## src/hdl/beam_power_pkg.sv

```systemverilog
// package: bus widths, table address layout, power shift and wishbone address union
`default_nettype none

package beam_power_pkg;

    // --------------------
    // bus and table widths
    localparam int WB_AW   = 12;
    localparam int WB_DW   = 32;
    localparam int RBG_AW  = 8;
    localparam int BEAM_IW = 3;

    // scaling before abs
    localparam int PWR_SHIFT = 4;

    // register indices in the register view
    localparam logic [3:0] REG_CTRL = 4'd0;
    localparam logic [3:0] REG_STAT = 4'd1;

    // --------------------
    // one wishbone address, two decodes selected by bit 11
    typedef union packed {
        struct packed {
            logic                     sel;
            logic [WB_AW-6:0]         rsvd;
            logic [3:0]               idx;
        } regs;
        struct packed {
            logic                     sel;
            logic [RBG_AW-1:0]        rbg;
            logic [BEAM_IW-1:0]       beam;
        } tbl;
    } wb_addr_u;

endpackage

`default_nettype wire
```

## src/hdl/rbg_boundary_gen.sv

```systemverilog
// rbg boundary generator: re counting, rbg first/last flags, rbg index and stream register
`timescale 1ns/10ps
`default_nettype none

module rbg_boundary_gen #(
    parameter int BEAM = 4,
    parameter int IW   = 16
) (
    input  logic                              i_clk,
    input  logic                              i_rst,
    input  logic                              i_en,
    input  logic [1:0]                        i_rbg_size,
    input  logic [BEAM-1:0][IW-1:0]           i_data_re,
    input  logic [BEAM-1:0][IW-1:0]           i_data_im,
    input  logic                              i_data_vld,
    input  logic                              i_data_sop,
    input  logic                              i_data_eop,
    output logic [BEAM-1:0][IW-1:0]           o_data_re,
    output logic [BEAM-1:0][IW-1:0]           o_data_im,
    output logic                              o_data_vld,
    output logic                              o_rbg_first,
    output logic                              o_rbg_last,
    output logic [beam_power_pkg::RBG_AW-1:0] o_rbg_num,
    output logic                              o_symb_end
);
    import beam_power_pkg::*;

    logic              vld;
    logic [1:0]        size_eff;
    logic [7:0]        rbg_len;
    logic [7:0]        re_cnt;
    logic [7:0]        re_cnt_nxt;
    logic              new_grp;
    logic              grp_start;
    logic              grp_end;
    logic [RBG_AW-1:0] cur_idx;
    logic [RBG_AW-1:0] cur_idx_nxt;

    // stream is dropped while disabled
    assign vld = i_data_vld & i_en;

    // code 3 behaves as 16 rb
    assign size_eff = (i_rbg_size == 2'd3) ? 2'd2 : i_rbg_size;
    // 12 re x 4, 8 or 16 rb
    assign rbg_len  = 8'd48 << size_eff;

    assign grp_start   = i_data_sop | new_grp;
    assign re_cnt_nxt  = grp_start ? 8'd1 : re_cnt + 8'd1;
    assign grp_end     = (re_cnt_nxt == rbg_len) | i_data_eop;
    assign cur_idx_nxt = i_data_sop ? '0 : (new_grp ? cur_idx + RBG_AW'(1) : cur_idx);

    // --------------------
    // group state and flags
    always_ff @(posedge i_clk) begin
        if (i_rst) begin
            re_cnt      <= '0;
            new_grp     <= 1'b1;
            // all ones, so a stream without sop still starts at index 0
            cur_idx     <= '1;
            o_data_vld  <= 1'b0;
            o_rbg_first <= 1'b0;
            o_rbg_last  <= 1'b0;
            o_symb_end  <= 1'b0;
        end else begin
            o_data_vld  <= vld;
            o_rbg_first <= vld & grp_start;
            o_rbg_last  <= vld & grp_end;
            o_symb_end  <= vld & i_data_eop;
            if (vld) begin
                re_cnt  <= re_cnt_nxt;
                new_grp <= grp_end;
                cur_idx <= cur_idx_nxt;
            end
        end
    end

    // payload stage
    always_ff @(posedge i_clk) begin
        o_data_re <= i_data_re;
        o_data_im <= i_data_im;
        o_rbg_num <= cur_idx_nxt;
    end

endmodule

`default_nettype wire

```

## config.mk

```make
export PLATFORM = sky130hd
export DESIGN_NAME = rbg_boundary_gen
export DESIGN_NICKNAME = d
export VERILOG_FILES = /design/src/hdl/beam_power_pkg.sv /design/src/hdl/rbg_boundary_gen.sv
export SDC_FILE = /design/constraint.sdc
export NUM_CORES = 1
export LEC_CHECK = 0
export ABC_CLOCK_PERIOD_IN_PS = 1700
export BUFFER_PORTS_ARGS = -buffer_cell sky130_fd_sc_hd__buf_2
export CAP_MARGIN = 20
export CORE_MARGIN = 4
export CORE_UTILIZATION = 36
export DETAILED_ROUTE_END_ITERATION = 10
export GPL_TIMING_DRIVEN = 0
export PLACE_DENSITY_LB_ADDON = 0.12
export SLEW_MARGIN = 30
export SYNTH_ARGS = -nofsm -noshare
export SYNTH_HDL_FRONTEND = slang
export SYNTH_SLANG_ARGS = --single-unit
export TNS_END_PERCENT = 10
```

## constraint.sdc

```tcl
create_clock -name i_clk -period 1.7 [get_ports i_clk]
set_clock_uncertainty 0.2 [all_clocks]
set_input_delay 0.17 -clock i_clk [delete_from_list [all_inputs] [get_ports i_clk]]
set_output_delay 0.17 -clock i_clk [all_outputs]
set_load 0.005 [all_outputs]
```

Word level (Yosys, flattened, before mapping)
Cells that the tools add are included.
- register bits: 157
- bits of input ports: 136
- word-level logic and storage cells: 31
- $add $sub $neg: 2
- equality and inequality tests: 2
- shift operators: 1
- muxes and demuxes: 4
- bitwise logic cells: 6
- operators with widths (operator ; count):
    2-to-1 mux 8 bit ; 3
    adder 8 x 1 -> 8 bit (second input constant) ; 2
    equality test 8 bit ; 1
    << shifter 6 x 2 -> 8 bit (first input constant) ; 1
    bitwise AND 1 bit ; 4
    equality test 2 bit (second input constant) ; 1
    2-to-1 mux 2 bit ; 1
    OR 1 bit ; 2

Depth between registers and ports, before layout
- depth in word-level cells: 6
- gate-level depth with buffers: 6
- depth with buffers taken out: 6

Least setup slack after synthesis
Ideal clock, no wire load.
- path kind: register -> register
- start point: register re_cnt[2]
- end point: register new_grp
- arrival time: 1.310 ns
- data required time: 1.370 ns
- setup slack: 0.060 ns
- stages on the path, launching flop included: 7
- path buffers: 1
- clock period less this slack: 1.640 ns
- path through: dfxtp_1 and4_1 buf_6 and3_4 o2111a_1 o2111ai_1 nand4b_1
- word-level cells in the longest chain between the ends: 4
- RTL lines (element ; line ; RTL):
    from (decl) ; rbg_boundary_gen.sv:31 ; logic [7:0] re_cnt;
    from (signal assigned) ; rbg_boundary_gen.sv:70 ; re_cnt <= re_cnt_nxt;
    adder 8 x 1 -> 8 bit ; rbg_boundary_gen.sv:48 ; assign re_cnt_nxt = grp_start ? 8'd1 : re_cnt + 8'd1;
    2-to-1 mux 8 bit ; rbg_boundary_gen.sv:48 ;
    equality test 8 bit ; rbg_boundary_gen.sv:49 ; assign grp_end = (re_cnt_nxt == rbg_len) | i_data_eop;
    OR 1 bit ; rbg_boundary_gen.sv:49 ;
    to (signal assigned) ; rbg_boundary_gen.sv:71 ; new_grp <= grp_end;
    to (decl) ; rbg_boundary_gen.sv:33 ; logic new_grp;
No other way between the ends.
A chain may end at the register's enable or synchronous reset.

Worst setup path in the final report
- start point: register re_cnt[0]
- end point: register new_grp
The elaborated chain is that of the path after synthesis.

==> impl_summary.txt <==
----------------------------------------------------
[Status]
  Result of the run ... complete, no violations

[Logic synthesis]
  Seq cells post-synth ... 157
  Synthesized-area fraction occupied by and/or/nand/nor cells ... 8.68%
  Total nets after synthesis ... 412
  Post-synthesis sequential area ratio ... 80.2%
  Ys flop type ... sky130_fd_sc_hd__dfxtp_1
  Post-synth cell types ... 47
  Post-synthesis share of cell area spent on xor and xnor gates ... 1.56%
  Share of async-settable or async-resettable flops after synthesis ... 0%
  Number of synthesized flops with an enable pin ... 0
  Synth Area in Compound Gates ... 6.42%
  Ys Warns ... 0
  Syn Std Cell Area ... 3920 µm²
  Main combinational cell family by area after synthesis ... simple AND/OR/NAND/NOR gates
  Area share of fa/ha/maj cells after synthesis ... 0.639%
  Synthesized area per cell ... 14.3 µm²
  Mux cell area share after synthesis ... 0.511%
  Syn Inst Count ... 274

[Timing]
  Slack of the critical path ... 20.0 ps
  Hold Fails Final Rpt ... 0
  Transition time of the tightest slew-check pin ... 445 ps
  Number of pins with negative max-slew slack in the final report ... 0
  Max Clk Rate ... 595 MHz
  Final period demand of the worst path ... 1680 ps
  Number of setup violations in the final report ... 0
  Final period utilization ... 98.8%
  Unrepaired setup endpoints after global routing ... yes
  Tightest hold margin ... 84.7 ps
  Slew margin rel. ... 70.3%

[Global routing]
  Global-route wire length before repair ... 23700 µm
  Pin count of the biggest net entering global routing ... 17
  Number of antenna violations at the first check in global routing ... 2
  Vias in the first global route ... 3970
  Grt total ovfl ... 0
  GRT Util Overall ... 24.9%

[Detailed routing]
  Vias ... 3755
  Number of iterations in the first detailed-routing pass ... 4
  Number of antenna-violating nets in the routed design ... 0
  Post-detailed-route wirelength per cell ... 18.4 µm
  Total length of routed wires ... 15800 µm
  Via/cell ratio ... 4.38
  DRC Markers ... 0
  Number of DRC violations after detailed-routing iteration 0 ... 150

[Finish]
  Net count, final ... 848
  Share of layout cells above drive strength 1 ... 46.4%
  Final instance area ... 7480 µm²
  Synthesis-to-layout area growth ... 91.0%

[Flow run]
  Count of maximum capacitance violations ... 0

[Clock network]
  Sink Count ... 157
  Number of buffers created by CTS ... 17
  H-Tree Depth ... 4
  Clock tree from TritonCTS ... yes
  CTS root buf ... sky130_fd_sc_hd__clkbuf_8
  Maximum clock path buffer count ... 2
  Worst-path clk slew ... 60 ps
  Source-to-sink clock delay at the later pin of the worst-skew pair ... 510 ps

[Placed design]
  Detailed placement HPWL ... 9790 µm
  RePlAce Congestion ... 0.857
  Pre-CTS setup slack ... -167 ps
  Placed Instance Area ... 5460 µm²
  Port bufs ... 274

[Setup path]
  Crit path cell chain ... and4_4 > and3_4 > o2111a_1 > o2111ai_2 > nand4b_1
  CP startpoint kind ... flop
  Largest stage delay on the critical path ... 360 ps
  Crit path arrival time ... 1870 ps
  Worst setup path category ... reg -> reg
  Setup crit end kind ... flop
  Req. time, crit path ... 1890 ps
  Critical path's slowest cell ... sky130_fd_sc_hd__dfxtp_4
  Worst-path fanout max ... 6

[Floorplan]
  Std-Cell Rows ... 37
  X dimension of the die ... 112 µm
  I/O Pins ... 276
  Vertical die dimension ... 112 µm
  Initial core utilization ... 37.5%
  Die Outline Area ... 12600 µm²
  Core ar. ... 10500 µm²

[Worst hold path]
  Class of the most critical hold timing path ... in -> reg

[Pwr]
  Largest vdd supply drop ... 0.000725 V
  Ratio of total power to cell area ... 1100 nW/µm²
  Lkg Pwr ... 3.57 nW

----------------------------------------------------
-- per-stage QoR --
| step | power [mW] | setup TNS (ps) | util [%] | instances |
|---|---|---|---|---|
| 6_report | 8.23 | 0 | 71.5 | 858 |
| 5_1_grt | 8.53 | -130 | 71.5 | 858 |
| 4_1_cts | 8.23 | -2.78 | 71.0 | 853 |
| 3_5_place_dp | 4.58 | -323 | 52.2 | 684 |
| 3_3_place_gp | 4.57 | -227 | 52.2 | 684 |
| 2_1_floorplan | 4.19 | 0 | - | 274 |
-- cells in the mapped netlist, drive strengths merged, types with 2 or more instances --
cell / instances / area share, %
and3: 3 / 0.64
nor3: 8 / 1.0
mux2i: 2 / 0.51
nand4b: 2 / 0.45
or3: 3 / 0.51
xor2: 6 / 1.3
o21ai: 6 / 0.77
clkbuf: 5 / 0.99
nand3b: 2 / 0.38
a21boi: 2 / 0.38
buf: 4 / 0.89
a22oi: 2 / 0.38
nand4: 4 / 0.80
nand2: 11 / 1.1
or2: 2 / 0.38
dfxtp: 157 / 80
and2: 4 / 0.67
a21oi: 8 / 1.0
a211o: 8 / 1.8
nor2: 17 / 1.6
ha: 2 / 0.64
-- cell type report --
type	count	area, µm²
clock inverters	6	61.3
plain buffers	8	63.8
fillers	726	2980
well taps	136	170
clock buffers	23	467
repair buffers	418	2800
inverters	1	3.75
multi-input cells	107	758
diodes	2	5.00
flip-flops and latches	157	3160
-- flip-flops by register name, indices dropped and copies added, names as in the netlist --
signal and flops:
re_cnt 8, cur_idx 8, o_data_re 64, new_grp 1
o_rbg_first 1, o_rbg_num 8, o_data_im 64, o_data_vld 1
o_symb_end 1, o_rbg_last 1
-- logic make-up (layout without fill, tap and decap cells) --
group | after synthesis | after routing
other cells | 0 | 2
mux | 2 | 2
xor+xnor | 7 | 7
flops | 157 | 157
simple gates | 61 | 61
fa+ha+maj | 2 | 2
compound gates | 35 | 35
buf+inv | 10 | 456
-- routing by layer --
| metal | track usage (%) | vias up | part of all wire (%) |
|---|---|---|---|
| met5 | 0 | - | 0 |
| met4 | 10.7 | 0 | 3.2 |
| met3 | 6.90 | 35 | 6.3 |
| met2 | 45.2 | 176 | 53 |
| met1 | 27.1 | 1748 | 37 |
| li1 | - | 1796 | - |
-- layout by cell type, fill, tap and decap left out, types with 2 or more instances in the layout --
cell,n
sky130_fd_sc_hd__nor3_1,8
sky130_fd_sc_hd__o21ai_0,6
sky130_fd_sc_hd__dfxtp_2,2
sky130_fd_sc_hd__buf_4,7
sky130_fd_sc_hd__clkinv_2,3
sky130_fd_sc_hd__diode_2,2
sky130_fd_sc_hd__dfxtp_4,3
sky130_fd_sc_hd__a211o_1,8
sky130_fd_sc_hd__a21oi_1,7
sky130_fd_sc_hd__clkbuf_16,16
sky130_fd_sc_hd__and2_1,3
sky130_fd_sc_hd__nand4_1,3
sky130_fd_sc_hd__nor2_1,17
sky130_fd_sc_hd__dfxtp_1,152
sky130_fd_sc_hd__clkbuf_1,5
sky130_fd_sc_hd__xor2_1,5
sky130_fd_sc_hd__a22oi_1,2
sky130_fd_sc_hd__clkbuf_8,6
sky130_fd_sc_hd__nand4b_1,2
sky130_fd_sc_hd__dlygate4sd3_1,138
sky130_fd_sc_hd__or3_1,2
sky130_fd_sc_hd__buf_2,275
sky130_fd_sc_hd__nand3b_1,2
sky130_fd_sc_hd__nand2_1,10
-- path summary, 6_finish.rpt --
path	from	end	slack [ps]	cells after the start
max	re_cnt[0]$_SDFFE_PP0P_	new_grp$_SDFFE_PP1P_	20	5
min	i_data_re[18]	o_data_re[18]$_DFF_P_	80	2
max reg2reg	re_cnt[0]$_SDFFE_PP0P_	new_grp$_SDFFE_PP1P_	20	5
min reg2reg	cur_idx[7]$_SDFFE_PP1P_	o_rbg_num[7]$_DFF_P_	310	2
-- what timing repair did --
item,in CTS,in global routing
setup buffers,2,4
gates cloned,0,0
hold buffers,138,0
gates resized for setup,12,10
endpoints found under the hold margin,157,0
pin swaps,5,8
setup endpoints to repair,2,9
-- critical path, delay by kind of cell (launching register included) --
| family | cells | cell delay, ps |
|---|---|---|
| and+or+nand+nor | 3 | 510 |
| AOI/OAI and AO/OA | 2 | 480 |
| DFF | 1 | 360 |
-- report_power, final --
part / switching [mW] / internal (mW)
clock: 1.39 / 2.03
combinational: 0.338 / 0.513
sequential: 0.0714 / 3.89
total: 1.80 / 6.43
Note: power is estimated with default switching activity, not from simulation.
