--- config.mk ---
export PLATFORM = sky130hd
export DESIGN_NAME = beam_power_calc
export DESIGN_NICKNAME = d
export VERILOG_FILES = /design/src/hdl/beam_power_pkg.sv /design/src/hdl/beam_power_calc.sv
export SDC_FILE = /design/constraint.sdc
export NUM_CORES = 1
export LEC_CHECK = 0
export ABC_AREA = 1
export BUFFER_PORTS_ARGS = -buffer_cell sky130_fd_sc_hd__buf_2
export CAP_MARGIN = 25
export CORE_MARGIN = 3
export CORE_UTILIZATION = 56
export CTS_CLUSTER_DIAMETER = 120
export CTS_CLUSTER_SIZE = 30
export DETAILED_ROUTE_END_ITERATION = 10
export MAX_ROUTING_LAYER = met4
export PLACE_DENSITY = 0.75
export SYNTH_ARGS = -nofsm -noshare
export SYNTH_HDL_FRONTEND = slang
export SYNTH_SLANG_ARGS = --single-unit
--- constraint.sdc ---
create_clock -name i_clk -period 3.6 [get_ports i_clk]
set_input_delay 0.72 -clock i_clk [delete_from_list [all_inputs] [get_ports i_clk]]
set_output_delay 0.72 -clock i_clk [all_outputs]
set_load 0.02 [all_outputs]
--- src/hdl/beam_power_pkg.sv ---
// package: bus widths, table address layout, power shift and wishbone address union
`default_nettype none

package beam_power_pkg;

    // --------------------
    // bus and table widths
    localparam int WB_AW   = 12;
    localparam int WB_DW   = 32;
    localparam int RBG_AW  = 8;
    localparam int BEAM_IW = 3;

    // scaling before abs
    localparam int PWR_SHIFT = 4;

    // register indices in the register view
    localparam logic [3:0] REG_CTRL = 4'd0;
    localparam logic [3:0] REG_STAT = 4'd1;

    // --------------------
    // one wishbone address, two decodes selected by bit 11
    typedef union packed {
        struct packed {
            logic                     sel;
            logic [WB_AW-6:0]         rsvd;
            logic [3:0]               idx;
        } regs;
        struct packed {
            logic                     sel;
            logic [RBG_AW-1:0]        rbg;
            logic [BEAM_IW-1:0]       beam;
        } tbl;
    } wb_addr_u;

endpackage

`default_nettype wire
--- src/hdl/beam_power_calc.sv ---
// beam power calculator: per-beam shift, abs, |i|+|q|, rbg accumulation and table write strobe
`timescale 1ns/10ps
`default_nettype none

module beam_power_calc #(
    parameter int BEAM = 4,
    parameter int IW   = 16,
    parameter int OW   = 32
) (
    input  logic                              i_clk,
    input  logic                              i_rst,
    input  logic [BEAM-1:0][IW-1:0]           i_data_re,
    input  logic [BEAM-1:0][IW-1:0]           i_data_im,
    input  logic                              i_data_vld,
    input  logic                              i_rbg_first,
    input  logic                              i_rbg_last,
    input  logic [beam_power_pkg::RBG_AW-1:0] i_rbg_num,
    input  logic                              i_symb_end,
    output logic [BEAM-1:0][OW-1:0]           o_sum_data,
    output logic [beam_power_pkg::RBG_AW-1:0] o_sum_addr,
    output logic                              o_sum_wen,
    output logic                              o_symb_done
);
    import beam_power_pkg::*;

    // index 0 lines up with abs, 1 with iq sum, 2 with accumulator
    logic [2:0]             vld_dly;
    logic [1:0]             first_dly;
    logic [2:0]             last_dly;
    logic [2:0]             end_dly;
    logic [2:0][RBG_AW-1:0] num_dly;
    logic                   store;

    assign store = vld_dly[2] & last_dly[2];

    // --------------------
    // flag pipeline
    always_ff @(posedge i_clk) begin
        if (i_rst) begin
            vld_dly     <= '0;
            first_dly   <= '0;
            last_dly    <= '0;
            end_dly     <= '0;
            o_sum_wen   <= 1'b0;
            o_symb_done <= 1'b0;
        end else begin
            vld_dly     <= {vld_dly[1:0], i_data_vld};
            first_dly   <= {first_dly[0], i_rbg_first};
            last_dly    <= {last_dly[1:0], i_rbg_last};
            end_dly     <= {end_dly[1:0], i_symb_end};
            o_sum_wen   <= store;
            o_symb_done <= store & end_dly[2];
        end
    end

    always_ff @(posedge i_clk) begin
        num_dly <= {num_dly[1:0], i_rbg_num};
        if (store) begin
            o_sum_addr <= num_dly[2];
        end
    end

    // --------------------
    // per-beam datapath
    for (genvar gb = 0; gb < BEAM; gb++) begin : g_beam
        logic signed [OW-1:0] sft_re;
        logic signed [OW-1:0] sft_im;
        logic [OW-1:0]        abs_re;
        logic [OW-1:0]        abs_im;
        logic [OW-1:0]        iq_sum;
        logic [OW-1:0]        acc;
        logic [OW-1:0]        sum_q;

        // sign extend first, then arithmetic shift
        assign sft_re = OW'(signed'(i_data_re[gb])) >>> PWR_SHIFT;
        assign sft_im = OW'(signed'(i_data_im[gb])) >>> PWR_SHIFT;

        always_ff @(posedge i_clk) begin
            abs_re <= sft_re[OW-1] ? -sft_re : sft_re;
            abs_im <= sft_im[OW-1] ? -sft_im : sft_im;
            iq_sum <= abs_re + abs_im;
            // load on first re, add otherwise
            if (vld_dly[1]) begin
                acc <= first_dly[1] ? iq_sum : acc + iq_sum;
            end
            if (store) begin
                sum_q <= acc;
            end
        end

        assign o_sum_data[gb] = sum_q;
    end

endmodule

`default_nettype wire

# Word level (Yosys, flattened, before mapping)
# Cells that the tools add are included.
# Widths: inputs -> output; s select.
classes:
  n_bitwise: 2
  n_reduce_logical: 0
  div: 0
  n_addsub: 16
  n_lt_le_gt_ge: 0
  shift: 0
  mux: 12
  mul: 0
  eq_ne: 0
ops:
  columns: ["cell", "n"]
  rows:
  - ["$add 32x32->32", 8]
  - ["$neg 12->32", 8]
  - ["$mux 32", 4]
  - ["$mux 11", 8]
  - ["$and 1x1->1", 2]
totals:
  latch_bits: 0
  elab_cells: 68
  ram_bits: 0
  n_memories: 0
  inputBits: 142
  output_inout_bits: 138
  rom_bits: 0
  ff_bits: 685

# Depth between registers and ports, before layout
# Gate-level depths: netlist of run 1.
depth:
  ltp_word: 2
  mapped_depth: 12
  depth_no_buf: 12

# Worst setup path after synthesis of run 1
# OpenSTA, ideal clock, no wires.
synth_timing:
  path_type: "flip-flop to flip-flop"
  startpoint: "reg vld_dly[1]"
  endpoint: "reg g_beam[0].acc[0] (enable)"
  t_required_ns: 3.101
  n_path_buf: 0
  arrival_ns: 3.090
  path_stages_with_launch: 1
  path_slack_ns: 0.010
  period_less_slack_ns: 3.590
  setup_time_ns: 0.499
  path_cell_list: "dfxtp_1"
synth_lines:
  columns: ["element", "line_no", "rtl"]
  rows:
  - ["start: declaration", "beam_power_calc.sv:27", "logic [2:0] vld_dly;"]
  - ["start signal: assignment", "beam_power_calc.sv:47", "vld_dly <= {vld_dly[1:0], i_data_vld};"]
  - ["end signal: assignment", "beam_power_calc.sv:84", "acc <= first_dly[1] ? iq_sum : acc + iq_sum;"]
  - ["end: declaration", "beam_power_calc.sv:71", "logic [OW-1:0] acc;"]
# No word-level cell between the ends.

# Worst setup path in the final report of run 1
layout_timing:
  startpoint: "reg g_beam[3].acc[0]"
  endpoint: "reg g_beam[3].acc[20], data pin"
layout_via:
  elab_chain_cells: 2
layout_rtl:
  columns: ["element", "line_no"]
  rows:
  - ["start: declaration", "beam_power_calc.sv:71"]
  - ["start signal: assignment", "beam_power_calc.sv:84"]
  - ["$add 32x32->32", "beam_power_calc.sv:84"]
  - ["$mux 32", "beam_power_calc.sv:84"]
# No other way between the ends.
# A chain may end at the register's enable or synchronous reset.

==> impl_metrics.yaml, run 1 <==
floorplan:
  dieHeight_um: 264
  coreArea_um2: 65900
  rows: 94
  die_width_um: 264
  io_pins: 280
  initial_core_util_pct: 56.7
  die_area_um2: 69800
clock_network:
  cts_max_path_buffers: 3
  cts-htree-levels: 1
  numCtsBuffers: 26
  cts-root-buf: "clkbuf_16"
  cts_tree: "yes"
  hold_buffers: 0
  postCtsSetupRepairBufs: 0
  clk_latency_ns: 0.62
  clock-sinks: 669
  path_clk_slew_ns: 0.12
  cts_resized: 0
pwr:
  swShare_pct: 37.8
  power_frac_comb_pct: 37.7
  irDropWorstVdd_mv: 0.400
  power.leakage_uw: 0.0204
  seqPwrFrac_pct: 44.7
  p_int_uw: 13200
  clkPwrFrac_pct: 17.6
  power_density_nw_per_um2: 522
  p_switching_uw: 8020
detailed_routing:
  wire_per_inst_um: 15.5
  drcViolationCount: 0
  viasPerCell: 5.15
  firstDrtPassIters: 8
  drt_wl_total_um: 95300
  drt_first_iter_violations: 2040
  routed-via-count: 31621
  antenna_left: 0
sta:
  finalHoldViolations: 0
  worstMarginPinSlew_ns: 0.636
  fin_crit_sh_pct: 69.8
  min_period_ns: 2.51
  setup_violations: 0
  slew_headroom_pct: 57.6
  tns_ns: 0
  rsz0062_at_grt: "no"
  finClkSkew_ns: 0.0248
  maxClockFrequency_mhz: 398
  finalMaxSlewViolations: 0
logic_synthesis:
  ys_seq_area_share_pct: 43.0
  async_flop_share_pct: 0
  avgSynthCellArea_um2: 7.53
  ys_seq_elements: 669
  synthCells: 4954
  yosys_warnings: 0
  synthDistinctLibCells: 39
  synth-edff-count: 264
  synthFlopType: "dfxtp_1"
  syn_area_um2: 37300
grt:
  grt_max_degree: 104
  grt_pass1_wl_um: 150000
  globalRouteOverflowTotal: 0
  track_usage_pct: 27.2
  antenna_found_initial: 1
  grt_pass1_vias: 29592
worst_hold_path:
  timing.hold.worst.start: "i_rbg_num[5]"
  holdCritPathClass: "input pin to flip-flop"
critical_path:
  worst-r2r-cell-count: 10
  r2r-start: "g_beam[3].acc[0]"
  r2r_slack_ns: 1.09
  crit_fanout: 5
  rr_endpoint: "g_beam[3].acc[20]"
  cp-end-kind: "flip-flop"
  arrival_ns: 2.90
  worstSetupEndpoint: "g_beam[3].acc[20]"
  cp_data_required_time_ns: 3.99
  path_class: "flip-flop to flip-flop"
  crit_start: "g_beam[3].acc[0]"
  critPathLaunchType: "flip-flop"
layout:
  final_common_cell: "nand2_1"
  drive_above_1_share_pct: 6.00
  final_cell_mix: "1662 x nand2_1, 684 x inv_1, 440 x nor2_1"
  final_cell_count_no_fill: 6144
  nets: 5699
  syn2layout_area_growth_pct: 8.74
  nFillCells: 6116
  diodes: 0
place:
  place_inst: 6097
  io_buffers: 247
  dp_hpwl_um: 76700
  gp_congestion: 0.963
status:
  run_status: "finished, final reports clean"
job:
  drv_cap: 0
## state kept, by name, summed over array words and instances (netlist names)
signal,cells
g_beam.acc,128
g_beam.iq_sum,128
g_beam.sum_q,128
g_beam.abs_im,120
g_beam.abs_re,120
num_dly,24
o_sum_addr,8
end_dly,3
last_dly,3
vld_dly,3
first_dly,2
o_sum_wen,1
o_symb_done,1
## through the flow
stage	power [uW]	instance area (um^2)	setup slack [ns]	hold slack, ns	utilization, %
CTS	21300	40600	1.06	0.153	61.6
global placement	17400	39800	1.12	0.312	60.5
finish	21200	40600	1.09	0.190	61.6
global route	22800	40600	0.965	0.158	61.6
detailed placement	17600	39800	1.08	0.314	60.5
floorplan	15400	37600	0.0103	0.310	-
## Yosys cell counts (35+ instances only)
library cell | n | area (um^2)
nand4_1 | 47 | 294
inv_1 | 686 | 2570
xnor2_1 | 61 | 534
nor2_1 | 440 | 1650
o21ai_0 | 135 | 676
ha_1 | 288 | 3600
nand3_1 | 336 | 1680
nand2_1 | 1662 | 6240
a21oi_1 | 239 | 1200
xor2_1 | 131 | 1150
nand3b_1 | 35 | 263
nor3_1 | 60 | 300
dfxtp_1 | 405 | 8110
edfxtp_1 | 264 | 7930
## power by group through the flow
stage,logic [uW],clock network (uW),registers (uW)
global placement,7800,0,9620
global route,9150,4100,9540
floorplan,6060,0,9380
CTS,7970,3840,9470
detailed placement,7920,0,9640
finish,8000,3720,9470
## worst min path at each step
stage,endpoint,slack [ns],depth (start not counted)
finish,num_dly[5],0.19,1
floorplan,num_dly[10],0.31,0
CTS,num_dly[2],0.15,1
global placement,num_dly[11],0.31,0
detailed placement,num_dly[19],0.31,0
global route,num_dly[2],0.16,1
## layer usage
metal / global-route usage (%) / wire length (um) / share of wire, %
met1: 33.7 / 41500 / 44
met2: 47.4 / 46200 / 49
met3: 3.08 / 4740 / 5.0
met4: 7.29 / 2830 / 3.0
met5: - / 0 / 0
## worst max-delay path, stage by stage (launching register included)
cell      delay (ns)
edfxtp_1        0.51
ha_1            0.28
fa_1            0.48
nand3_1         0.10
nand3_1         0.19
nand3_1         0.13
nand3_1         0.18
nand3_1         0.18
nand3_1         0.08
nand3_1         0.09
nand2_1         0.06
## area by class of cell
cell class	count	area [um^2]	area share [%]
clock inverter	2	25.0	0.0616
sequential	669	16000	39.5
tap	864	1080	2.66
multi-input combinational	3620	18800	46.2
timing repair buffer	255	1330	3.29
inverter	689	2590	6.39
clock buffer	45	743	1.83
## cells by family (layout without fill, tap and decap cells)
kind of cell             count (synthesis)  count (layout)  synth area share, %
AO/OA/AOI/OAI                          442             442                 6.38
XOR/XNOR                               192             192                 4.50
adder cells (fa/ha/maj)                296             296                 10.1
buffers and inverters                  736             991                 7.46
flip-flops                             669             669                 43.0
other                                    1              72               0.0100
AND/OR/NAND/NOR                       2618            2618                 28.6
Power figures use the tool's default switching activity.
==> run 2, diff against run 1 <==
clock period = 2.05 ns   (was 3.6 ns; I/O delays follow)
==> run 2 against run 1 <==
  * The flow now finishes with violations (setup timing)
  * Routed wire length increased by 6.4%
  * Hold slack worse by 0.15 ns
  * Clock skew up 0.0036 ns
  * Combinational power grew 130%
  * Clock power is 77% higher
  * Largest cell class unchanged
==> impl_metrics.yaml, run 2 (synthesized netlist as in run 1, its figures left out) <==
sta:
  slew_headroom_pct: 43.9
  fin_ws_ns: -0.0590
  setup_violations: 5
  worstMarginPinSlew_ns: 0.841
  min_period_ns: 2.11
  maxClockFrequency_mhz: 474
  finClkSkew_ns: 0.0284
  tns_ns: -0.183
  finalHoldViolations: 0
  finalMaxSlewViolations: 0
  fin_crit_sh_pct: 103
  rsz0062_at_grt: "yes"
layout:
  final_util_pct: 69.1
  diodes: 0
  final_cell_count_no_fill: 6467
  final_common_cell: "nand2_1"
  syn2layout_area_growth_pct: 22.0
  nets: 6021
  nFillCells: 5502
  seq_area_um2: 16000
  reg_top3: "g_beam.acc: 128 flops, g_beam.iq_sum: 128 flops, g_beam.sum_q: 128 flops"
  multiInputGateArea_um2: 21100
  final_cell_mix: "1562 x nand2_1, 670 x inv_1, 402 x dfxtp_1"
  drive_above_1_share_pct: 17.7
clock_network:
  cts_max_path_buffers: 3
  clk_latency_ns: 0.63
  clock-sinks: 669
  numCtsBuffers: 26
  cts-htree-levels: 1
  path_clk_slew_ns: 0.11
  cts-root-buf: "clkbuf_16"
  cts_tree: "yes"
grt:
  globalRouteOverflowTotal: 0
  antenna_found_initial: 0
  grt_max_degree: 138
  grt_pass1_vias: 31233
  grt_pass1_wl_um: 156000
  track_usage_pct: 28.0
place:
  gp_congestion: 0.967
  dp_hpwl_um: 77200
  io_buffers: 247
  place_inst: 6313
floorplan:
  io_pins: 280
  rows: 94
  coreArea_um2: 65900
  dieHeight_um: 264
  die_area_um2: 69800
  die_width_um: 264
  initial_core_util_pct: 56.7
pwr:
  seqPwrFrac_pct: 40.1
  p_int_uw: 26200
  p_switching_uw: 16000
  irDropWorstVdd_mv: 0.785
  power.leakage_uw: 0.0222
  power_uw: 42200
  power_density_nw_per_um2: 927
  power_frac_comb_pct: 44.3
  swShare_pct: 38.0
  clkPwrFrac_pct: 15.6
detailed_routing:
  antenna_left: 0
  drcViolationCount: 0
  wl_met2_um: 50200
  routed-via-count: 33371
  firstDrtPassIters: 8
  drt_first_iter_violations: 2195
  wl_met3_um: 5220
  drt_wl_total_um: 101000
  wl_met1_um: 43100
  top_layer: "met4"
  wire_per_inst_um: 15.7
  viasPerCell: 5.16
status:
  run_status: "finished with violations"
  violations: "setup timing"
critical_path:
  r2r_slack_ns: -0.06
  worst-r2r-cell-count: 11
  cp-end-kind: "flip-flop"
  r2r-start: "g_beam[2].acc[11]"
  worstPathCellList: "ha_4 -> buf_4 -> nand2_1 -> nor2_1 -> nand2_1 -> nand3_4 -> nand3_2 -> nand2_1 -> nand2_1 -> nand3_2 -> nand2_1"
  cp_data_required_time_ns: 2.43
  worst_path_most_repeated_cell: "nand2_1"
  slowest_stage: "edfxtp_1"
  rr_endpoint: "g_beam[2].acc[20]"
  crit_start: "g_beam[2].acc[11]"
  critPathLaunchType: "flip-flop"
  path_class: "flip-flop to flip-flop"
  crit_fanout: 3
  arrival_ns: 2.49
  cpPeakStageDelay_ns: 0.45
worst_hold_path:
  timing.hold.worst.start: "i_data_im[42]"
  hold_path_end: "g_beam[2].abs_im[6]"
  min_path_cells: 2
  holdCritPathClass: "input pin to flip-flop"
job:
  drv_cap: 0
[run 2: power groups by stage]
stage | sequential (uW) | clock [uW] | combinational [uW]
6_report | 16900 | 6580 | 18700
5_1_grt | 17100 | 7200 | 20800
4_1_cts | 16600 | 6750 | 15800
3_5_place_dp | 16800 | 0 | 15400
3_3_place_gp | 16800 | 0 | 15200
2_1_floorplan | 16500 | 0 | 10600
[run 2: through the flow]
stage,hold slack [ns],cell area [um^2],setup slack [ns]
after global routing,0.00497,45500,-0.116
after CTS,0.000392,43000,-0.0480
final,0.0379,45500,-0.0590
after global placement,0.311,41500,-0.165
after detailed placement,0.312,41500,-0.238
after floorplan,0.310,37600,-0.727
[run 2: final cells by class]
class                   count  area share [%]
clock inverters             2          0.0495
multi-input cells        3620            46.4
clock buffers              46            1.64
flip-flops and latches    669            35.2
well taps                 864            2.37
inverters                 689            5.69
repair buffers            577            8.64
[run 2: critical path: cells and delay by family, from the launching register on]
kind / cells / cell delay (ns)
buffers and inverters: 1 / 0.11
adder cells (fa/ha/maj): 1 / 0.30
flip-flops: 1 / 0.45
AND/OR/NAND/NOR: 9 / 1.00
[run 2: repair_timing]
action	CTS	global route
gates resized for setup	39	440
cloned	0	0
hold buffers	56	0
setup buffers	8	42
setup endpoints to repair	66	141
hold endpoints to repair	56	0
pin swaps	2	71
[run 2: routing by layer]
metal  up-vias  track usage [%]
met5         -                -
met4         0             7.01
met3       173             2.89
met2       913             48.8
met1     15264             35.0
li1      17021                -
[run 2: how the worst max path moves through the flow]
stage,cells past startpoint,end,slack [ns]
after global routing,11,g_beam[3].acc[22],-0.12
after CTS,9,g_beam[3].acc[8],-0.05
after detailed placement,9,g_beam[3].acc[8],-0.24
final,11,g_beam[2].acc[20],-0.06
after floorplan,2,g_beam[0].sum_q[0],-0.73
after global placement,9,g_beam[3].acc[8],-0.16
==> run 3, diff against run 2 <==
HOLD_SLACK_MARGIN = 0.1   (was not set)
==> run 3 against run 2 <==
  * The run still ends with setup timing left
  * Via count up 1.2%
  * Count of clock-buffer cells in the layout stayed put
  * Fmax grew 0.29%
  * Critical path depth unchanged
  * Largest cell class unchanged
  * Largest power group unchanged
==> impl_metrics.yaml, run 3 (synthesized netlist as in run 1, its figures left out) <==
place:
  placed_cell_area_um2: 41500
  dp_hpwl_um: 77200
  dp_slack_ns: -0.238
  place_inst: 6313
  gp_congestion: 0.967
  io_buffers: 247
worst_hold_path:
  min_path_cells: 3
  holdCritPathClass: "input pin to flip-flop"
sta:
  fin_ws_ns: -0.0530
  finalMaxSlewViolations: 0
  slew_headroom_pct: 44.4
  fin_hold_ws_ns: 0.127
  maxClockFrequency_mhz: 476
  finClkSkew_ns: 0.0307
  setup_violations: 6
  finalHoldViolations: 0
  min_period_ns: 2.10
  fin_crit_sh_pct: 103
  rsz0062_at_grt: "yes"
  worstMarginPinSlew_ns: 0.834
detailed_routing:
  routed-via-count: 33787
  viasPerCell: 5.19
  firstDrtPassIters: 6
  drt_wl_total_um: 103000
  drt_first_iter_violations: 2368
  antenna_left: 0
  drcViolationCount: 0
  wire_per_inst_um: 15.9
critical_path:
  worst-r2r-cell-count: 11
  cp_data_required_time_ns: 2.43
  crit_fanout: 3
  cp-end-kind: "flip-flop"
  critPathLaunchType: "flip-flop"
  arrival_ns: 2.49
  path_class: "flip-flop to flip-flop"
layout:
  nets: 6061
  final_cell_count_no_fill: 6507
  final_cell_mix: "1560 x nand2_1, 668 x inv_1, 402 x dfxtp_1"
  reg_top3: "g_beam.acc: 128 flops, g_beam.iq_sum: 128 flops, g_beam.sum_q: 128 flops"
  nFillCells: 5405
  drive_above_1_share_pct: 17.7
  diodes: 0
  final_util_pct: 69.8
  final_common_cell: "nand2_1"
  final_cell_area_um2: 46000
  syn2layout_area_growth_pct: 23.2
clock_network:
  clk_latency_ns: 0.63
  cts-htree-levels: 1
  cts_tree: "yes"
  numCtsBuffers: 26
  path_clk_slew_ns: 0.11
  cts_max_path_buffers: 3
  clock-sinks: 669
  cts-root-buf: "clkbuf_16"
floorplan:
  coreArea_um2: 65900
  die_area_um2: 69800
  die_width_um: 264
  rows: 94
  initial_core_util_pct: 56.7
  dieHeight_um: 264
  io_pins: 280
pwr:
  power_density_nw_per_um2: 921
  power.leakage_uw: 0.0224
  irDropWorstVdd_mv: 0.781
grt:
  grt_max_degree: 138
  grt_pass1_vias: 31730
  grt_util_met2_pct: 49.7
  use_met3_pct: 3.04
  globalRouteOverflowTotal: 0
  antenna_found_initial: 0
  grt_pass1_wl_um: 159000
  use_met1_pct: 35.4
  track_usage_pct: 28.6
  busiest_layer: "met2"
status:
  run_status: "finished with violations"
  violations: "setup timing"
job:
  drv_cap: 0
## run 3: worst paths after layout
check	start	end	slack, ns
setup / recovery	g_beam[2].acc[11]	g_beam[2].acc[20]	-0.05
hold / removal	i_data_re[58]	g_beam[3].abs_re[6]	0.13
setup reg to reg	g_beam[2].acc[11]	g_beam[2].acc[20]	-0.05
hold reg to reg	num_dly[13]	num_dly[21]	0.33
## run 3: timing repair
item	CTS	global route
resized for setup	39	449
endpoints found under the setup margin	66	148
hold buffers	96	0
setup buffers	8	42
endpoints found under the hold margin	106	0
pin swaps	2	70
## run 3: stage by stage
step / TNS (ns) / power [uW]
3_3_place_gp: -1.43 / 32000
4_1_cts: -0.0699 / 39200
2_1_floorplan: -99.37 / 27100
5_1_grt: -2.26 / 45200
6_report: -0.180 / 42400
3_5_place_dp: -3.64 / 32300
## run 3: area by class of cell
| type | count | area (um^2) | area share (%) |
|---|---|---|---|
| Multi-Input combinational cell | 3620 | 21200 | 46.0 |
| Tap cell | 864 | 1080 | 2.35 |
| Timing Repair Buffer | 617 | 4340 | 9.43 |
| Clock buffer | 46 | 747 | 1.62 |
| Sequential cell | 669 | 16000 | 34.9 |
| Inverter | 689 | 2590 | 5.64 |
| Clock inverter | 2 | 22.5 | 0.0490 |
## run 3: layer usage
metal  up-vias  wire length, um
met4         0             3200
met1     15451            43500
met5         -                0
li1      17111                -
met3       205             5530
met2      1020            51200
## run 3: worst max-delay path, stage by stage (launching register included)
cell and delay, ns:
edfxtp_1 0.45, ha_4 0.30, buf_4 0.11, nand2_1 0.08, nor2_1 0.24, nand2_1 0.17, nand3_4 0.15, nand3_2 0.10
nand2_1 0.07, nand2_1 0.06, nand3_2 0.07, nand2_1 0.05
## run 3: report_power, final
group	leakage (uW)	switching [uW]	total [uW]	internal (uW)
Clock	0.000367	4060	6590	2530
Combinational	0.0162	10800	18800	8070
Sequential	0.00580	1290	16900	15700
Total	0.0224	16100	42400	26300
