==> config.mk <==
export PLATFORM = sky130hd
export DESIGN_NAME = wb_power_regs
export DESIGN_NICKNAME = d
export VERILOG_FILES = /design/src/hdl/beam_power_pkg.sv /design/src/hdl/wb_power_regs.sv
export SDC_FILE = /design/constraint.sdc
export NUM_CORES = 1
export LEC_CHECK = 0
export BUFFER_PORTS_ARGS = -buffer_cell sky130_fd_sc_hd__buf_2
export CORE_MARGIN = 5
export CORE_UTILIZATION = 41
export DETAILED_ROUTE_END_ITERATION = 12
export MAX_ROUTING_LAYER = met4
export PLACE_DENSITY_LB_ADDON = 0.08
export SLEW_MARGIN = 20
export SYNTH_ARGS = -nofsm -noshare
export SYNTH_HDL_FRONTEND = slang
export SYNTH_SLANG_ARGS = --single-unit
==> constraint.sdc <==
create_clock -name i_clk -period 2.55 [get_ports i_clk]
set_clock_uncertainty 0.1 [all_clocks]
set_input_delay 0.255 -clock i_clk [delete_from_list [all_inputs] [get_ports i_clk]]
set_output_delay 0.255 -clock i_clk [all_outputs]
set_load 0.01 [all_outputs]
==> src/hdl/beam_power_pkg.sv <==
// package: bus widths, table address layout, power shift and wishbone address union
`default_nettype none

package beam_power_pkg;

    // --------------------
    // bus and table widths
    localparam int WB_AW   = 12;
    localparam int WB_DW   = 32;
    localparam int RBG_AW  = 8;
    localparam int BEAM_IW = 3;

    // scaling before abs
    localparam int PWR_SHIFT = 4;

    // register indices in the register view
    localparam logic [3:0] REG_CTRL = 4'd0;
    localparam logic [3:0] REG_STAT = 4'd1;

    // --------------------
    // one wishbone address, two decodes selected by bit 11
    typedef union packed {
        struct packed {
            logic                     sel;
            logic [WB_AW-6:0]         rsvd;
            logic [3:0]               idx;
        } regs;
        struct packed {
            logic                     sel;
            logic [RBG_AW-1:0]        rbg;
            logic [BEAM_IW-1:0]       beam;
        } tbl;
    } wb_addr_u;

endpackage

`default_nettype wire
==> src/hdl/wb_power_regs.sv <==
// wishbone classic slave: control and status registers, symbol counters and table read mux
`timescale 1ns/10ps
`default_nettype none

module wb_power_regs #(
    parameter int OW = 32
) (
    input  logic                                                 i_clk,
    input  logic                                                 i_rst,
    input  logic                                                 i_wb_cyc,
    input  logic                                                 i_wb_stb,
    input  logic                                                 i_wb_we,
    input  logic [beam_power_pkg::WB_AW-1:0]                     i_wb_adr,
    input  logic [beam_power_pkg::WB_DW-1:0]                     i_wb_dat,
    input  logic                                                 i_symb_done,
    input  logic                                                 i_sum_wen,
    input  logic [beam_power_pkg::RBG_AW-1:0]                    i_sum_addr,
    input  logic [OW-1:0]                                        i_tbl_rdata,
    output logic [beam_power_pkg::WB_DW-1:0]                     o_wb_dat,
    output logic                                                 o_wb_ack,
    output logic                                                 o_en,
    output logic [1:0]                                           o_rbg_size,
    output logic [beam_power_pkg::RBG_AW+beam_power_pkg::BEAM_IW-1:0] o_tbl_raddr,
    output logic                                                 o_irq_symb_done
);
    import beam_power_pkg::*;

    wb_addr_u          adr;
    logic              req;
    logic              wr_ctrl;
    logic              done_w;
    logic [15:0]       symb_cnt;
    logic [RBG_AW-1:0] rbg_cnt;
    logic              tbl_sel_q;
    logic [WB_DW-1:0]  reg_dat_q;
    logic [WB_DW-1:0]  ctrl_word;
    logic [WB_DW-1:0]  stat_word;

    assign adr = i_wb_adr;
    // no new request while acking
    assign req = i_wb_cyc & i_wb_stb & ~o_wb_ack;
    assign wr_ctrl = req & i_wb_we & ~adr.regs.sel & (adr.regs.idx == REG_CTRL);

    assign ctrl_word = {{(WB_DW-3){1'b0}}, o_rbg_size, o_en};
    assign stat_word = {{(WB_DW-24){1'b0}}, rbg_cnt, symb_cnt};

    // eop rbg write
    assign done_w          = i_symb_done & i_sum_wen;
    assign o_irq_symb_done = done_w;

    // table sees the address while the request is up
    assign o_tbl_raddr = {adr.tbl.rbg, adr.tbl.beam};

    // --------------------
    // handshake and registers
    always_ff @(posedge i_clk) begin
        if (i_rst) begin
            o_wb_ack   <= 1'b0;
            tbl_sel_q  <= 1'b0;
            o_en       <= 1'b0;
            o_rbg_size <= 2'd2;
            symb_cnt   <= '0;
            rbg_cnt    <= '0;
        end else begin
            o_wb_ack <= req;
            if (req) begin
                tbl_sel_q <= adr.tbl.sel;
            end
            if (wr_ctrl) begin
                o_en       <= i_wb_dat[0];
                o_rbg_size <= i_wb_dat[2:1];
            end
            if (done_w) begin
                symb_cnt <= symb_cnt + 16'd1;
                rbg_cnt  <= i_sum_addr + RBG_AW'(1);
            end
        end
    end

    // register read data captured with the request
    always_ff @(posedge i_clk) begin
        if (req) begin
            case (adr.regs.idx)
                REG_CTRL: reg_dat_q <= ctrl_word;
                REG_STAT: reg_dat_q <= stat_word;
                default:  reg_dat_q <= '0;
            endcase
        end
    end

    // --------------------
    // read mux, table word zero extended
    assign o_wb_dat = tbl_sel_q ? WB_DW'(i_tbl_rdata) : reg_dat_q;

endmodule

`default_nettype wire

After elaboration in Yosys (flattened, before gate mapping)
Cells that the tools add are included.

operators by class
  add/subtract/negate cells = 2
  equal/unequal tests = 1
  mux-type cells = 2
  bitwise operators = 8
  reduce and logical (&&, ||, !) cells = 1

operators with widths
  cell                                            count
  one-hot mux 24 bit (2 select lines)             1
  2-to-1 mux 32 bit                               1
  adder 16 x 1 -> 16 bit (second input constant)  1
  adder 8 x 1 -> 8 bit (second input constant)    1
  AND 1 bit                                       6
  == test 4 x 1 -> 1 bit (second input constant)  1
  zero test 4 bit                                 1
  inverter 1 bit                                  2

storage, ports and cells
  bits in registers = 61
  word-level logic and storage cells = 21

Logic depth before layout (Yosys ltp)
Gate-level depths: netlist of the first run.

  depth after elaboration = 5
  mapped depth = 5

Worst setup path after synthesis of the first run
Ideal clock, no wire load.

  path kind = register to register
  start point = register symb_cnt[4]
  end point = register symb_cnt[15]
  library setup time = 70 ps
  arrival = 1,521 ps
  setup slack = 859 ps
  cell stages (with the launch flop) = 5
  buffers on the path = 0
  clock period less this slack = 1,691 ps
  cell sequence = dfxtp_1 > nand4_4 > or4_4 > or3_1 > a21oi_1

between the ends
  word-level cells in the longest chain between the ends = 1

RTL lines
  item                    line                 text
  from (decl)             wb_power_regs.sv:32  logic [15:0] symb_cnt;
  from (signal assigned)  wb_power_regs.sv:74  symb_cnt <= symb_cnt + 16'd1;
  adder 16 x 1 -> 16 bit  wb_power_regs.sv:74

Every way passes these cells.
A chain may end at the register's enable or synchronous reset.

Worst setup path in the final report of the first run
  start point = register symb_cnt[0]
  end point = register symb_cnt[8]

Same word-level chain as after synthesis.

==> results of run 1 <==
[through the flow]
stage / power [mW] / worst slack (ns) / hold WS [ns] / area, µm² / util
6_report: 1.579 / 0.6780 / 0.05547 / 3159 / 0.5062
5_1_grt: 1.658 / 0.6061 / 0.05930 / 3159 / 0.5062
4_1_cts: 1.603 / 0.6900 / 0.04732 / 3159 / 0.5062
3_5_place_dp: 1.135 / 0.7104 / 0.3624 / 3069 / 0.4918
3_3_place_gp: 1.131 / 0.6848 / 0.3607 / 3069 / 0.4918
2_1_floorplan: 1.057 / 0.8592 / 0.2506 / 2590 / -
[registers in the layout, summed over array words and instances, names as in the netlist]
register and count:
o_en 1, rbg_cnt 8, o_wb_ack 1, symb_cnt 16
reg_dat_q 24, o_rbg_size 2, tbl_sel_q 1
[cell families after synthesis]
| family | synth area share |
|---|---|
| xor+xnor | 0.06425 |
| mux | 0.1237 |
| buf+inv | 0.05555 |
| simple gates | 0.2029 |
| flops | 0.5024 |
| compound gates | 0.04155 |
| fa+ha+maj | 0.009660 |
[critical path, cell delays in order, from the launching register on]
cell and delay (ns):
sky130_fd_sc_hd__dfxtp_1 0.45, sky130_fd_sc_hd__ha_1 0.26, sky130_fd_sc_hd__nand4_1 0.23, sky130_fd_sc_hd__or3_2 0.52
sky130_fd_sc_hd__xor2_1 0.14, sky130_fd_sc_hd__nor2_1 0.05
[metal layers]
layer	global-route usage	wire length, µm
met5	-	0
met4	0.03789	38
met3	0.02765	371
met2	0.2331	2441
met1	0.1686	2394
[cells in the final DEF, fill, tap and decap left out, drive strengths merged, types with 6 or more instances in the layout]
cell / count
and2: 30
mux2: 24
edfxtp: 24
nand2: 6
xnor2: 10
a211oi: 7
xor2: 9
nor4: 6
dfxtp: 29
buf: 99
clkbuf: 8
nand3: 6
nor2: 26
[power by group through the flow]
stage | Sequential [mW] | Combinational [mW] | Clock, mW
floorplan | 0.939 | 0.118 | 0
global placement | 0.942 | 0.189 | 0
detailed placement | 0.942 | 0.192 | 0
CTS | 0.923 | 0.193 | 0.487
global route | 0.926 | 0.211 | 0.521
finish | 0.922 | 0.189 | 0.467
[area by class of cell]
| type | instances | area share |
|---|---|---|
| tap | 77 | 0.03050 |
| clock buffer | 8 | 0.02851 |
| inverter | 4 | 0.004752 |
| sequential | 53 | 0.4119 |
| timing repair buffer | 99 | 0.1600 |
| multi-input combinational | 157 | 0.3644 |
[worst min path at each step]
stage	from	end	slack, ns	cells after the start
global route	i_sum_addr[0]	rbg_cnt[0]	0.06	2
floorplan	i_sum_addr[0]	rbg_cnt[0]	0.25	1
global placement	i_wb_dat[2]	o_rbg_size[1]	0.36	2
finish	i_wb_dat[2]	o_rbg_size[1]	0.06	2
CTS	i_wb_dat[2]	o_rbg_size[1]	0.05	2
detailed placement	i_wb_dat[2]	o_rbg_size[1]	0.36	2
==> summary.txt, run 1 <==
=================================================================================
FF+latch area                                                            1301 µm²
Clk_lat worst skew                                                        0.29 ns
Worst slew margin                                                          0.5338
Fraction of final layout cells with drive strength greater than 1          0.4237
Sequential share of the synthesized area                                   0.5024
CP Max Fanout                                                                   5
Fill cell total of the finished layout                                        587
CP Launch Point                                                       symb_cnt[0]
Post-synth top flop                                                  sky130_fd_sc_hd__dfxtp_1
Pin count of the biggest net entering global routing                           30
Syn Std Cell Area                                                        2590 µm²
Instance count of the mapped netlist                                          236
Y dimension of the die                                                   89.48 µm
Number of rows created at floorplan                                            29
Start-to-end type of the worst setup path                              reg -> reg
Leakage power                                                            1.290 nW
Total via count after detailed routing                                       1866
Core area                                                                6241 µm²
Arr. time, crit path                                                      1.94 ns
VDD IR max                                                              0.2294 mV
Number of enable flip-flop cells after synthesis                               24
Routed wire length per instance                                          13.18 µm
CTS buffer count                                                                5
Clock power frac                                                            0.296
Register clock-pin slew on the reported worst setup and hold paths        0.09 ns
Top area cells in the synthesized netlist                            sky130_fd_sc_hd__edfxtp_1 28%, sky130_fd_sc_hd__dfxtp_1 22%, sky130_fd_sc_hd__mux2_2 10%
Worst setup slack for register-to-register paths                          0.68 ns
Fraction of registers with async set or reset after synthesis                   0
Req. time, crit path                                                      2.62 ns
Warnings from Yosys                                                             0
Total Die Area                                                           8007 µm²
Resize count post-CTS                                                           0
# clock sinks                                                                  53
Least-Margin Pin Slew                                                   0.6993 ns
Reg-to-reg critical path endpoint                                     symb_cnt[8]
Root Buffer                                                          sky130_fd_sc_hd__clkbuf_8
Detailed Route WL                                                        5.245 mm
Setup TNS                                                                    0 ns
Gr ovfl total                                                                   0
Global-route wire length before repair                                   8.328 mm
Switching Share                                                            0.2216
Reg power frac                                                              0.584
Clock period minus final worst setup slack                               1.872 ns
Via count of the first global-routing pass                                   1754
Final Max Slew Viols                                                            0
Synth top area share                                                       0.2783
Seq cells post-synth                                                           53
Run status                                                           complete, no violations
Count of nets left with antenna violations after detail routing                 0
R2r startpoint                                                        symb_cnt[0]
Hold_buf cts                                                                    0
Post-detailed-route DRC marker count                                            0
Drt first-iter violations                                                      57
H-tree depth reported by CTS                                                    2
Total of max-cap violations                                                     0
Synth unique cells                                                             36
Worst Hold Class                                                        in -> reg
Multi-input gate area                                                    1151 µm²
Combined global-route utilization of all metal layers                      0.1383
Count of port buffers added during placement                                   95
Endpoint of the most critical setup path                              symb_cnt[8]
Path depth of the worst reg2reg path                                            5
Leading post-synthesis cells by instance count                       29 x sky130_fd_sc_hd__and2_1, 29 x sky130_fd_sc_hd__dfxtp_1, 26 x sky130_fd_sc_hd__nor2_1
Power density over cell area                                         499.8 nW/µm²
Number of nets in the layout                                                  413
HPWL after detailed placement                                            3.898 mm
Average vias per placed instance                                            4.688
Routability congestion estimate from global placement                      0.7244
Cell-internal power                                                      1.229 mW
Cell total after placement                                                    390
RSZ-0062 raised after global routing                                        false
Postcts setup bufs                                                              0
Number of standard cells in the layout, taps in and fillers out               398
Clock tree from TritonCTS                                                    done
Maximum clock path buffer count                                                 2
Share of the clock period used by the worst path after layout              0.7341
Die X                                                                    89.48 µm
Count of final hold-check violations                                            0
Sw Pwr                                                                  0.3499 mW
Post-Synthesis Mean Instance Area                                       10.97 µm²
Initial Util                                                               0.4150
Worst setup SP type                                                      register
Final Setup Violations                                                          0
Number of detailed-routing iterations run before antenna repair                 3
FMAX                                                                    534.2 MHz
Number of antenna cells inserted                                                0
I/O pin count                                                                 139
Cell type contributing the most total cell area after synthesis      sky130_fd_sc_hd__edfxtp_1
Area overhead of the layout relative to synthesis                          21.98%
Number of antenna violations at the first check in global routing               0
Number of nets produced by synthesis                                          329
Endpoint type of the worst setup path                                    register
Logic gate share of total power                                             0.120
=================================================================================
(Power assumes the default switching activity.)
==> run 2, diff against run 1 <==
--- a/config.mk
+++ b/config.mk
@@ -7,7 +7,7 @@
 export LEC_CHECK = 0
 export BUFFER_PORTS_ARGS = -buffer_cell sky130_fd_sc_hd__buf_2
 export CORE_MARGIN = 5
-export CORE_UTILIZATION = 41
+export CORE_UTILIZATION = 40
 export DETAILED_ROUTE_END_ITERATION = 12
 export MAX_ROUTING_LAYER = met4
 export PLACE_DENSITY_LB_ADDON = 0.08
==> constraint.sdc (replaced) <==
create_clock -name i_clk -period 1.7 [get_ports i_clk]
set_clock_uncertainty 0.1 [all_clocks]
set_input_delay 0.17 -clock i_clk [delete_from_list [all_inputs] [get_ports i_clk]]
set_output_delay 0.17 -clock i_clk [all_outputs]
set_load 0.01 [all_outputs]
==> run 2 against run 1 <==
The run now ends with hold timing left. Die area is 2.2% higher. Sequential cell count stayed put. First-iteration DRC count is 28% higher. Critical path depth is 2 lower. Total power is 59% higher. Combinational power is 61% higher. Cell count is 4.8% higher. Sequential share of layout area is 2.3 points lower. Final area is 6.4% higher. Critical path type is now reg -> out. Critical endpoint is now o_wb_dat[9]. Largest power group unchanged.
==> summary.txt, run 2 (synthesized netlist as in run 1, its figures left out) <==
=================================================================================
Run status                                                           finished with violations
Violations in the final reports                                       hold timing
Most common library cell in the layout ignoring fill and taps        sky130_fd_sc_hd__buf_2
Fraction of final layout cells with drive strength greater than 1          0.4618
Pin count of the biggest net entering global routing                           30
Leakage power                                                            1.403 nW
Number of nets in the layout                                                  432
Area overhead of the layout relative to synthesis                          29.76%
Arr. time, crit path                                                      1.38 ns
Die X                                                                    90.47 µm
Req. time, crit path                                                      1.43 ns
Final Max Slew Viols                                                            0
Endpoint type of the worst setup path                                  output pin
Register clock-pin slew on the reported worst setup and hold paths        0.09 ns
Y dimension of the die                                                   90.47 µm
Worst hold slack                                                     -0.001356 ns
Placed cell area                                                         3214 µm²
Root Buffer                                                          sky130_fd_sc_hd__clkbuf_8
Post-layout instance area                                                3361 µm²
Global-route wire length before repair                                   9.280 mm
Path depth of the worst reg2reg path                                            4
Total of max-cap violations                                                     0
Clock period minus final worst setup slack                               1.654 ns
FMAX                                                                    604.7 MHz
CP Max Fanout                                                                  25
Routability congestion estimate from global placement                      0.7899
# clock sinks                                                                  53
Clk_lat worst skew                                                        0.30 ns
Hold Path Depth                                                                 3
Count of nets left with antenna violations after detail routing                 0
Average vias per placed instance                                            4.758
Routed wire length per instance                                          12.95 µm
Worst setup SP type                                                      register
Total via count after detailed routing                                       1984
Top register by number of flip-flops                                    reg_dat_q
Detailed Route WL                                                        5.400 mm
I/O pin count                                                                 139
Via count of the first global-routing pass                                   2024
Drt first-iter violations                                                      73
Number of flip-flops under the largest register name                           24
Worst hold endpoint                                                  o_rbg_size[0]
Clock tree from TritonCTS                                                    done
Reg-to-reg critical path endpoint                                    symb_cnt[15]
Most frequent cells in the layout                                    95 x sky130_fd_sc_hd__buf_2, 29 x sky130_fd_sc_hd__and2_1, 26 x sky130_fd_sc_hd__nor2_1
Number of rows created at floorplan                                            29
Worst Hold Class                                                        in -> reg
Final Setup Violations                                                          0
VDD IR max                                                              0.4541 mV
Worst setup slack for register-to-register paths                          0.05 ns
Power density over cell area                                         748.4 nW/µm²
Share of the clock period used by the worst path after layout              0.9727
Count of final hold-check violations                                            1
Initial Util                                                               0.4102
Count of port buffers added during placement                                   95
R2r startpoint                                                        symb_cnt[6]
Maximum clock path buffer count                                                 2
Met3 global-route usage                                                   0.04083
Number of antenna cells inserted                                                0
RSZ-0062 raised after global routing                                         true
CP Launch Point                                                         tbl_sel_q
Most utilized layer in the global route result                               met2
H-tree depth reported by CTS                                                    2
CTS buffer count                                                                5
Least-Margin Pin Slew                                                   0.5576 ns
Gr ovfl total                                                                   0
Number of detailed-routing iterations run before antenna repair                 4
Core area                                                                6314 µm²
Postcts setup bufs                                                              0
Post-detailed-route DRC marker count                                            0
Start-to-end type of the worst setup path                              reg -> out
Setup TNS                                                                    0 ns
Largest registers ranked by flip-flop count                          reg_dat_q: 24 flops, symb_cnt: 16 flops, rbg_cnt: 8 flops
Hold wc startpoint                                                    i_wb_dat[1]
Combined global-route utilization of all metal layers                      0.1390
Worst slew margin                                                          0.6283
Total Die Area                                                           8184 µm²
Number of antenna violations at the first check in global routing               0
Met2 layer usage reported by global route                                  0.2240
Met1 Usage GRT                                                             0.1627
HPWL after detailed placement                                            4.015 mm
=================================================================================
## run 2: power breakdown
group	leakage (nW)	internal, mW	switching [mW]
clock network	0.0528	0.435	0.393
logic	0.888	0.160	0.143
registers	0.462	1.37	0.0157
total	1.40	1.96	0.552
## run 2: worst max-delay path, stage by stage, from the launching register on
cell and delay, ns:
sky130_fd_sc_hd__dfxtp_2 0.41, sky130_fd_sc_hd__buf_12 0.18, sky130_fd_sc_hd__mux2_2 0.34, sky130_fd_sc_hd__buf_2 0.14
## run 2: area by class of cell
cell class / count / area, µm²
Clock buffer: 6 / 72.57
Multi-Input combinational cell: 157 / 1155
Inverter: 4 / 15.01
Clock inverter: 2 / 33.78
Tap cell: 77 / 96.34
Timing Repair Buffer: 118 / 680.7
Fill cell: 592 / 2953
Sequential cell: 53 / 1308
## run 2: worst max path at each step
stage / end
after detailed placement: symb_cnt[8]
after floorplan: symb_cnt[15]
final: o_wb_dat[9]
after global placement: symb_cnt[8]
after CTS: symb_cnt[8]
after global routing: symb_cnt[15]
## run 2: metrics by stage
| step | setup WS (ns) | hold WS (ns) | cells | power (mW) | util |
|---|---|---|---|---|---|
| finish | 0.04635 | -0.001356 | 417 | 2.515 | 0.5323 |
| detailed placement | 0.01693 | 0.2401 | 406 | 1.715 | 0.5091 |
| CTS | 0.006092 | 0.007061 | 417 | 2.545 | 0.5311 |
| global route | -0.03339 | 0.02336 | 417 | 2.638 | 0.5323 |
| floorplan | 0.009154 | 0.1656 | 236 | 1.585 | - |
| global placement | 0.02114 | 0.2401 | 406 | 1.711 | 0.5091 |
## run 2: timing repair
| action | in CTS | in global routing |
|---|---|---|
| setup endpoints to repair | 24 | 23 |
| resized for setup | 2 | 4 |
| endpoints found under the hold margin | 3 | 0 |
| hold buffers | 3 | 0 |
| pin swaps | 1 | 0 |
## run 2: metal layers
metal / routed length, µm / up-vias
li1: - / 1018
met1: 2430 / 895
met2: 2449 / 63
met3: 451 / 8
met4: 69 / 0
met5: 0 / -
==> run 3, diff against run 2 <==
--- a/config.mk
+++ b/config.mk
@@ -6,8 +6,8 @@
 export NUM_CORES = 1
 export LEC_CHECK = 0
 export BUFFER_PORTS_ARGS = -buffer_cell sky130_fd_sc_hd__buf_2
-export CORE_MARGIN = 5
-export CORE_UTILIZATION = 40
+export CORE_MARGIN = 3
+export CORE_UTILIZATION = 35
 export DETAILED_ROUTE_END_ITERATION = 12
 export MAX_ROUTING_LAYER = met4
 export PLACE_DENSITY_LB_ADDON = 0.08
==> run 3 against run 2 <==
The flow now finishes without violations. Hold slack better by 0.014 ns. First-iteration DRC count is 2.7% higher. Utilization fell by 3.3 points. Combinational power up 5%. Critical path depth is 1 higher. Routed wire length is 5.1% higher. Clock power grew 19%. Register-to-register slack hardly changed. Non-clock buffer count is 6 higher. Maximum frequency rose by 0.34%. Via count grew 1.2%. Total power up 6.9%.
==> summary.txt, run 3 (synthesized netlist as in run 1, its figures left out) <==
========================================================================================
Final Setup Violations                                                                 0
Most common library cell in the layout ignoring fill and taps               sky130_fd_sc_hd__buf_2
Sum of buffers and inverters on the critical path                                      0
Clock period minus final worst setup slack                                      1.648 ns
# clock sinks                                                                         53
Fraction of final layout cells with drive strength greater than 1                 0.4827
Least-Margin Pin Slew                                                          0.5932 ns
Gr ovfl total                                                                          0
Count of port buffers added during placement                                          95
Hold wc startpoint                                                           i_wb_dat[1]
Worst slew margin                                                                 0.6045
Root Buffer                                                                 sky130_fd_sc_hd__clkbuf_8
Number of detailed-routing iterations run before antenna repair                        4
Die X                                                                           92.02 µm
CP Max Fanout                                                                          3
Post-detailed-route DRC marker count                                                   0
Multi-input gate area                                                           1164 µm²
Leakage power                                                                   1.458 nW
Area overhead of the layout relative to synthesis                                 34.49%
Start-to-end type of the worst setup path                                     reg -> reg
Count of final hold-check violations                                                   0
Share of the clock period used by the worst path after layout                     0.9694
Run status                                                                  complete, no violations
Register clock-pin slew on the reported worst setup and hold paths               0.10 ns
Setup TNS                                                                           0 ns
Top register by number of flip-flops                                           reg_dat_q
H-tree depth reported by CTS                                                           2
Drt first-iter violations                                                             75
Detailed Route WL                                                               5.677 mm
Number of nets in the layout                                                         438
Global-route wire length before repair                                          8.942 mm
Fin util                                                                          0.4989
Average vias per placed instance                                                   4.541
HPWL after detailed placement                                                   3.976 mm
Routability congestion estimate from global placement                             0.7078
Endpoint type of the worst setup path                                           register
Req. time, crit path                                                             1.84 ns
Via count of the first global-routing pass                                          1912
Combined global-route utilization of all metal layers                             0.1336
CP Launch Point                                                              symb_cnt[5]
R2r startpoint                                                               symb_cnt[5]
Number of antenna cells inserted                                                       0
Cell-by-cell listing of the critical path                                   nand4_4 > or4_4 > or3_4 > a21oi_2
Number of standard cells in the layout, taps in and fillers out                      442
Pin count of the biggest net entering global routing                                  34
Post-layout instance area                                                       3483 µm²
Worst setup slack after placement                                             0.03898 ns
Initial Util                                                                      0.3710
Library cell contributing the largest single delay on the critical path     sky130_fd_sc_hd__or4_4
Fill cell total of the finished layout                                               676
Placed cell area                                                                3261 µm²
Number of rows created at floorplan                                                   30
FMAX                                                                           606.8 MHz
Most frequent cells in the layout                                           95 x sky130_fd_sc_hd__buf_2, 29 x sky130_fd_sc_hd__and2_1, 26 x sky130_fd_sc_hd__nor2_1, 25 x sky130_fd_sc_hd__dfxtp_1
Total via count after detailed routing                                              2007
Number of flip-flops under the largest register name                                  24
Arr. time, crit path                                                             1.79 ns
Worst hold slack                                                              0.01296 ns
Power density over cell area                                                771.6 nW/µm²
Cell total after placement                                                           428
Y dimension of the die                                                          92.02 µm
Maximum clock path buffer count                                                        2
Total of max-cap violations                                                            0
Clk_lat worst skew                                                               0.30 ns
Number of antenna violations at the first check in global routing                      0
Final critical-path setup slack                                               0.05198 ns
Largest registers ranked by flip-flop count                                 reg_dat_q: 24 flops, symb_cnt: 16 flops, rbg_cnt: 8 flops
Total chip power                                                                2.688 mW
Worst Hold Class                                                               in -> reg
VDD IR max                                                                     0.3241 mV
Final Max Slew Viols                                                                   0
Clock tree from TritonCTS                                                           done
Stage delay of the slowest cell on the critical path                             0.54 ns
Core area                                                                       6982 µm²
FF+latch area                                                                   1306 µm²
Total Die Area                                                                  8468 µm²
I/O pin count                                                                        139
CTS buffer count                                                                       5
Worst setup SP type                                                             register
Category of cells accounting for the largest share of critical-path delay   simple AND/OR/NAND/NOR gates
Count of nets left with antenna violations after detail routing                        0
Routed wire length per instance                                                 12.84 µm
RSZ-0062 raised after global routing                                               false
========================================================================================
run 3: layout make-up:
class / instances / share of cell area
flip-flops and latches: 53 / 0.3750
clock buffers: 5 / 0.01976
well taps: 96 / 0.03448
repair buffers: 124 / 0.2137
inverters: 4 / 0.004310
clock inverters: 3 / 0.01868
multi-input cells: 157 / 0.3341
run 3: layer usage:
| metal | GRT usage | vias up | routed length, µm |
|---|---|---|---|
| met5 | - | - | 0 |
| met4 | 0.02847 | 0 | 24 |
| met3 | 0.02871 | 4 | 315 |
| met2 | 0.2105 | 56 | 2600 |
| met1 | 0.1784 | 912 | 2737 |
| li1 | - | 1035 | - |
run 3: final timing paths:
kind / slack, ns / cells after the start / to
worst min-delay path: 0.01 / 3 / o_rbg_size[0]
worst max-delay path: 0.05 / 4 / symb_cnt[15]
worst max register to register: 0.05 / 4 / symb_cnt[15]
worst min register to register: 0.39 / 2 / rbg_cnt[1]
run 3: timing repair:
| item | 4_1_cts | 5_1_grt |
|---|---|---|
| hold endpoints to repair | 2 | 0 |
| hold buffers | 2 | 0 |
| endpoints found under the setup margin | 0 | 25 |
| gates resized for setup | 0 | 8 |
| setup buffers | 0 | 3 |
run 3: report_power, final:
group / leakage [nW] / internal [mW] / switching [mW]
clock: 0.0681 / 0.585 / 0.401
sequential: 0.462 / 1.37 / 0.0168
combinational: 0.928 / 0.168 / 0.149
run 3: tightest hold or removal path, delay by kind of cell:
kind | cells | cell delay (ns)
simple gates | 1 | 0.07
mux | 1 | 0.06
buf+inv | 1 | 0.07
